--- src/hdl/sync_fifo.sv ---
`timescale 1ns/1ns

module sync_fifo #(
    parameter type item_t = logic,
    parameter int  DEPTH  = 4
) (
    input  logic  s_mmio,
    input  logic  rst_i,
    input  logic  flush_i,
    input  logic  push_i,
    input  item_t push_item_i,
    input  logic  pop_i,
    output item_t head_o,
    output logic  full_o,
    output logic  empty_o
);

    localparam int PTR_W = (DEPTH > 1) ? $clog2(DEPTH) : 1;
    localparam int CNT_W = $clog2(DEPTH + 1);

    item_t            mem [DEPTH];
    logic [PTR_W-1:0] wr_ptr_q;
    logic [PTR_W-1:0] rd_ptr_q;
    logic [CNT_W-1:0] count_q;
    logic             do_push;
    logic             do_pop;

    assign full_o  = (count_q == CNT_W'(DEPTH));
    assign empty_o = (count_q == '0);
    assign do_push = push_i && !full_o;  // Dropped when full
    assign do_pop  = pop_i && !empty_o;
    assign head_o  = mem[rd_ptr_q];

    always_ff @(posedge s_mmio) begin
        if (rst_i || flush_i) begin
            wr_ptr_q <= '0;
            rd_ptr_q <= '0;
            count_q  <= '0;
        end else begin
            if (do_push) begin
                wr_ptr_q <= (wr_ptr_q == PTR_W'(DEPTH - 1)) ? '0 : wr_ptr_q + 1'b1;
            end
            if (do_pop) begin
                rd_ptr_q <= (rd_ptr_q == PTR_W'(DEPTH - 1)) ? '0 : rd_ptr_q + 1'b1;
            end
            count_q <= count_q + CNT_W'(do_push) - CNT_W'(do_pop);
        end
    end

    always_ff @(posedge s_mmio) begin
        if (do_push) begin
            mem[wr_ptr_q] <= push_item_i;
        end
    end

    a_no_push_full : assert property (@(posedge s_mmio) disable iff (rst_i || flush_i)
        push_i |-> !full_o)
        else $error("sync_fifo: push while full, item dropped");

    a_no_pop_empty : assert property (@(posedge s_mmio) disable iff (rst_i || flush_i)
        pop_i |-> !empty_o)
        else $error("sync_fifo: pop while empty");

endmodule

--- config.mk ---
export PLATFORM = sky130hd
export DESIGN_NAME = sync_fifo
export DESIGN_NICKNAME = d
export VERILOG_FILES = /design/src/hdl/sync_fifo.sv
export SDC_FILE = /design/constraint.sdc
export NUM_CORES = 1
export LEC_CHECK = 0
export ABC_AREA = 1
export BUFFER_PORTS_ARGS = -buffer_cell sky130_fd_sc_hd__clkbuf_2
export CORE_MARGIN = 3
export CORE_UTILIZATION = 40
export CTS_CLUSTER_SIZE = 12
export DETAILED_ROUTE_END_ITERATION = 12
export PLACE_DENSITY = 0.59
export SKIP_CTS_REPAIR_TIMING = 1
export SLEW_MARGIN = 20
export SYNTH_ARGS = -nofsm -noshare
export SYNTH_HDL_FRONTEND = slang
export SYNTH_SLANG_ARGS = --single-unit
--- constraint.sdc ---
create_clock -name s_mmio -period 2.6 [get_ports s_mmio]
set_input_delay 0.39 -clock s_mmio [delete_from_list [all_inputs] [get_ports s_mmio]]
set_output_delay 0.39 -clock s_mmio [all_outputs]
set_load 0.02 [all_outputs]
After elaboration in Yosys (flattened, before gate mapping)
Memories as Yosys holds them, arrays and structs flattened. A register that Yosys moved wholly into a read port is not among the register bits.
Cells that the tools add are included.
{"block": "totals", "ff_bits": 7, "latch_bits": 0, "mem_bits_rw": 4, "mem_bits_ro": 0, "in_bits": 6, "output_inout_bits": 3, "memories": 1}
{"name": "mem", "depth": 4, "width": 1, "rd": 1, "rd_clocked_by_memory_dff": 1, "write_ports": 1, "line": "21", "rtl": "item_t mem [DEPTH];"}
{"block": "op_classes", "addsub": 4, "multipliers": 0, "n_div": 0, "magnitude_cmp": 0, "eq_ne": 3, "shifts": 0, "muxes": 6, "bitwise_logic": 0, "n_reduce_logical": 6}
{"operator": "$mux W2", "n": 4}
{"operator": "$add A2 B1 Y2 const B", "n": 2}
{"operator": "$eq A2 B2 Y1 const B", "n": 2}
{"operator": "$add A3 B1 Y3", "n": 1}
{"operator": "$eq A3 B3 Y1 const B", "n": 1}
{"operator": "$logic_not A3 Y1", "n": 1}
{"operator": "$sub A3 B1 Y3", "n": 1}
{"operator": "$logic_and A1 B1 Y1", "n": 2}
{"operator": "$logic_not A1 Y1", "n": 2}
{"operator": "$mux W1", "n": 2}
{"operator": "$logic_or A1 B1 Y1", "n": 1}

Logic depth before layout (Yosys ltp)
{"block": "logic_depth", "ltp_word": 5, "mapped_depth": 13, "depth_no_buf": 13}

Worst setup path before layout
Ideal clock, no wire load.
{"block": "synth_path", "kind": "reg2reg", "start": "register count_q[1]", "end": "register count_q[2]", "arrival_time_ps": 1811, "required_time_ps": 2487, "path_slack_ps": 676, "stages_incl_launch_ff": 14, "path_buffers": 0, "synth_period_minus_slack_ps": 1924, "cell_sequence": "dfxtp_1 > nor2_2 > nand2_2 > inv_1 > nor2_1 > ha_1 > inv_1 > ha_1 > inv_1 > fa_1 > inv_1 > nand2_1 > nand2_1 > nor2_1"}
{"block": "synth_via", "word_cells_on_any_way": 8, "classes_between": "2 x add/sub; 1 x eq/ne; 5 x reduce/logical"}
{"item": "from (decl)", "line": "24", "rtl": "logic [CNT_W-1:0] count_q;"}
{"item": "from (signal assigned)", "line": "46", "rtl": "count_q <= count_q + CNT_W'(do_push) - CNT_W'(do_pop);"}
{"item": "$logic_not A3 Y1", "line": "29", "rtl": "assign empty_o = (count_q == '0);"}
{"item": "net empty_o", "line": "15", "rtl": "output logic empty_o"}
{"item": "$logic_not A1 Y1", "line": "31", "rtl": "assign do_pop = pop_i && !empty_o;"}
{"item": "$logic_and A1 B1 Y1", "line": "31"}
{"item": "$sub A3 B1 Y3", "line": "46"}
The timed path passes the listed nets, and every way through them passes these cells.
A chain may end at the register's enable or synchronous reset.

Worst setup path in the final report
{"block": "layout_path", "start": "register count_q[1]", "end": "register count_q[2]"}
{"block": "layout_via", "elab_chain_len": 5, "word_cells_on_any_way": 8, "classes_between": "2 x add/sub; 1 x eq/ne; 5 x reduce/logical"}
{"item": "$eq A3 B3 Y1", "line": "28", "rtl": "assign full_o = (count_q == CNT_W'(DEPTH));"}
{"item": "$logic_not A1 Y1", "line": "30", "rtl": "assign do_push = push_i && !full_o;"}
{"item": "$logic_and A1 B1 Y1", "line": "30"}
{"item": "$add A3 B1 Y3", "line": "46"}
{"item": "$sub A3 B1 Y3 *", "line": "46"}
Every way passes the cells marked *; elsewhere a longest branch is shown, timed or not.

==> flow_summary.toml <==
[clock_network]
cts.htree.levels = 1
root_buffer = "clkbuf_4"
clockBufferDepth = 2
clock_sinks = 13
cts_buffers = 3
clk_pin_slew_ns = 0.08
clk_latency_ns = 0.27
tritoncts = "yes"

[drt]
drc = 0
first_iter_violations = 9
first_pass_iters = 4
viasPerCell = 4.54
wl_um = 952
wl_per_cell_um = 8.98
drt.antenna.violating_nets = 0
num_vias = 481

[floorplanning]
row_count = 14
die_w_um = 46.9
start_util_pct = 43.3
die_area_mm2 = 0.00220
core_area_mm2 = 0.00154
pin_count = 9
fp.dieH_um = 46.9

[sta]
finalSetupViolations = 0
drv_slew = 0
rsz0062_at_grt = "false"
final_hold_viol_count = 0
worst_pin_slew_ns = 0.426
slew_headroom_pct = 71.5
setup_tns_ns = 0
fin_crit_sh_pct = 73.0
fin_skew_ns = 0.00333
whs_ns = 0.344
finalCriticalPeriod_ns = 1.90
fmax_mhz = 527

[global_routing]
grt_util_all_layers_pct = 11.2
grt_pass1_wl_um = 1680
grt-ovfl-total = 0
grt_pass1_vias = 419
antenna_found_initial = 0
grt_start_max_net_pins = 8

[worst_setup_path]
r2r_slack_ns = 0.70
worst_setup_path_end_kind = "flop"
cp_num_buf_inv = 4
reg2reg_from = "count_q[1]$_SDFF_PP0_"
path_common_cell = "inv_1"
max_stage_delay_ns = 0.36
critPathKind = "flop to flop"
cp-start-kind = "flop"
arrival_ns = 2.08
path_max_fanout = 5
path_cells = "nor2_2 > nand2_2 > inv_1 > nor2_1 > ha_1 > inv_1 > ha_1 > inv_1 > fa_1 > inv_1 > nand2_1 > nand2_1 > nor2_1"
rr_endpoint = "count_q[2]$_SDFF_PP0_"
cp.required_ns = 2.78
critical-path-top-delay-family = "adder cells"
cp_slowest_cell = "dfxtp_1"
reg2regPathDepth = 13

[placement]
placed_area_um2 = 728
gp_congestion = 0.725
dp_hpwl_um = 763
place.port_buffers = 8

[yosys]
synth_area_um2 = 668
syn_area_per_cell_um2 = 8.57
syn_nets = 92
synth_warnings = 0
netlist_instances = 78
synth.yosys.seq_area_share_pct = 44.9
synth_seq_cells = 13
yosysUniqueCellTypes = 16

[pwr]
switching_share_pct = 27.0
internal_power_uw = 304
p_comb_share_pct = 16.7
power_density_mw_per_mm2 = 553
p_sw_uw = 113
leakagePower_uw = 0.000355
ir_drop_v = 0.000376
clock_power_share_pct = 29.6
pwr-share-seq_pct = 53.8

[finish]
fill_cells = 158
finalCoreUtilization_pct = 48.9
syn_to_final_growth_pct = 12.9
fin_area_um2 = 754
nets = 105
final_cell_mix = "17 x nor2_1, 16 x inv_1, 9 x dfxtp_1"
n_antenna_cell = 0
area.sequential_um2 = 300
final_layout_size_suffix_gt1_share_pct = 20.0
layout_commonest_cell = "nor2_1"
multi_input_area_um2 = 308

[hold_path]
hp-start = "push_item_i"
hold_class = "input port to flop"
min_path_cells = 1
hold_end = "mem[2]$_DFFE_PP_"

[job]
max_cap_violations = 0

[outcome]
status = "finished clean"
[worst register-to-register path, stage by stage, from the launching register on]
cell and delay [ns]:
dfxtp_1 0.36, nor2_2 0.16, nand2_2 0.10, inv_1 0.08
nor2_1 0.04, ha_1 0.26, inv_1 0.06, ha_1 0.13
inv_1 0.04, fa_1 0.36, inv_1 0.08, nand2_1 0.05
nand2_1 0.06, nor2_1 0.04
[cell families (layout without fill, tap and decap cells)]
kind of cell    after synthesis  after routing  synth area share, %
compound gates                6              6                 4.49
flops                        13             13                 44.9
simple gates                 34             34                 24.2
fa+ha+maj                     8              8                 16.1
xor+xnor                      1              1                 1.31
buf+inv                      16             28                 8.99
[metal layers]
layer | part of all wire, % | global-route usage (%) | vias to the layer above | routed length, µm
li1 | - | - | 259 | -
met1 | 47 | 12.6 | 210 | 443
met2 | 45 | 17.6 | 12 | 428
met3 | 8.4 | 6.90 | 0 | 80
met4 | 0 | 3.31 | 0 | 0
met5 | 0 | 0 | - | 0
[Yosys cell counts]
library cell	instances	area, µm²
nor2_2	3	18.8
nand2_4	1	11.3
inv_1	16	60.1
dfxtp_1	9	180
nand3b_1	2	15.0
nor2_1	17	63.8
edfxtp_1	4	120
a21oi_1	3	15.0
nand3_1	1	5.00
xnor2_1	1	8.76
or2_1	1	6.26
o21ai_0	3	15.0
fa_1	1	20.0
ha_1	7	87.6
nand2_1	6	22.5
nand2_2	3	18.8
[layout make-up]
type	count	share of cell area, %
Timing Repair Buffer	8	5.31
Sequential cell	13	39.8
Inverter	16	7.96
Clock buffer	4	3.48
Tap cell	16	2.65
Multi-Input combinational cell	49	40.8
[worst max path at each step]
stage                     slack [ns]  cells past startpoint                  start                    end
after CTS                       0.68                     13  count_q[1]$_SDFF_PP0_  count_q[2]$_SDFF_PP0_
after floorplan                 0.68                     13  count_q[1]$_SDFF_PP0_  count_q[2]$_SDFF_PP0_
after global routing            0.47                     13  count_q[1]$_SDFF_PP0_  count_q[2]$_SDFF_PP0_
after global placement          0.74                     13  count_q[1]$_SDFF_PP0_  count_q[2]$_SDFF_PP0_
after detailed placement        0.69                     13  count_q[1]$_SDFF_PP0_  count_q[2]$_SDFF_PP0_
final                           0.70                     13  count_q[1]$_SDFF_PP0_  count_q[2]$_SDFF_PP0_
[metrics by stage]
| step | power (µW) | worst slack, ns | cells |
|---|---|---|---|
| after floorplan | 280 | 0.676 | 78 |
| after global placement | 298 | 0.738 | 102 |
| after detailed placement | 300 | 0.694 | 102 |
| after CTS | 425 | 0.681 | 106 |
| after global routing | 450 | 0.465 | 106 |
| final | 417 | 0.701 | 106 |
[power groups by stage]
stage / Combinational, µW / Sequential [µW] / Clock, µW
4_1_cts: 70.8 / 224 / 130
6_report: 69.6 / 224 / 123
5_1_grt: 83.1 / 226 / 141
2_1_floorplan: 51.9 / 228 / 0
3_3_place_gp: 69.3 / 229 / 0
3_5_place_dp: 70.4 / 229 / 0
(Power assumes the default switching activity.)
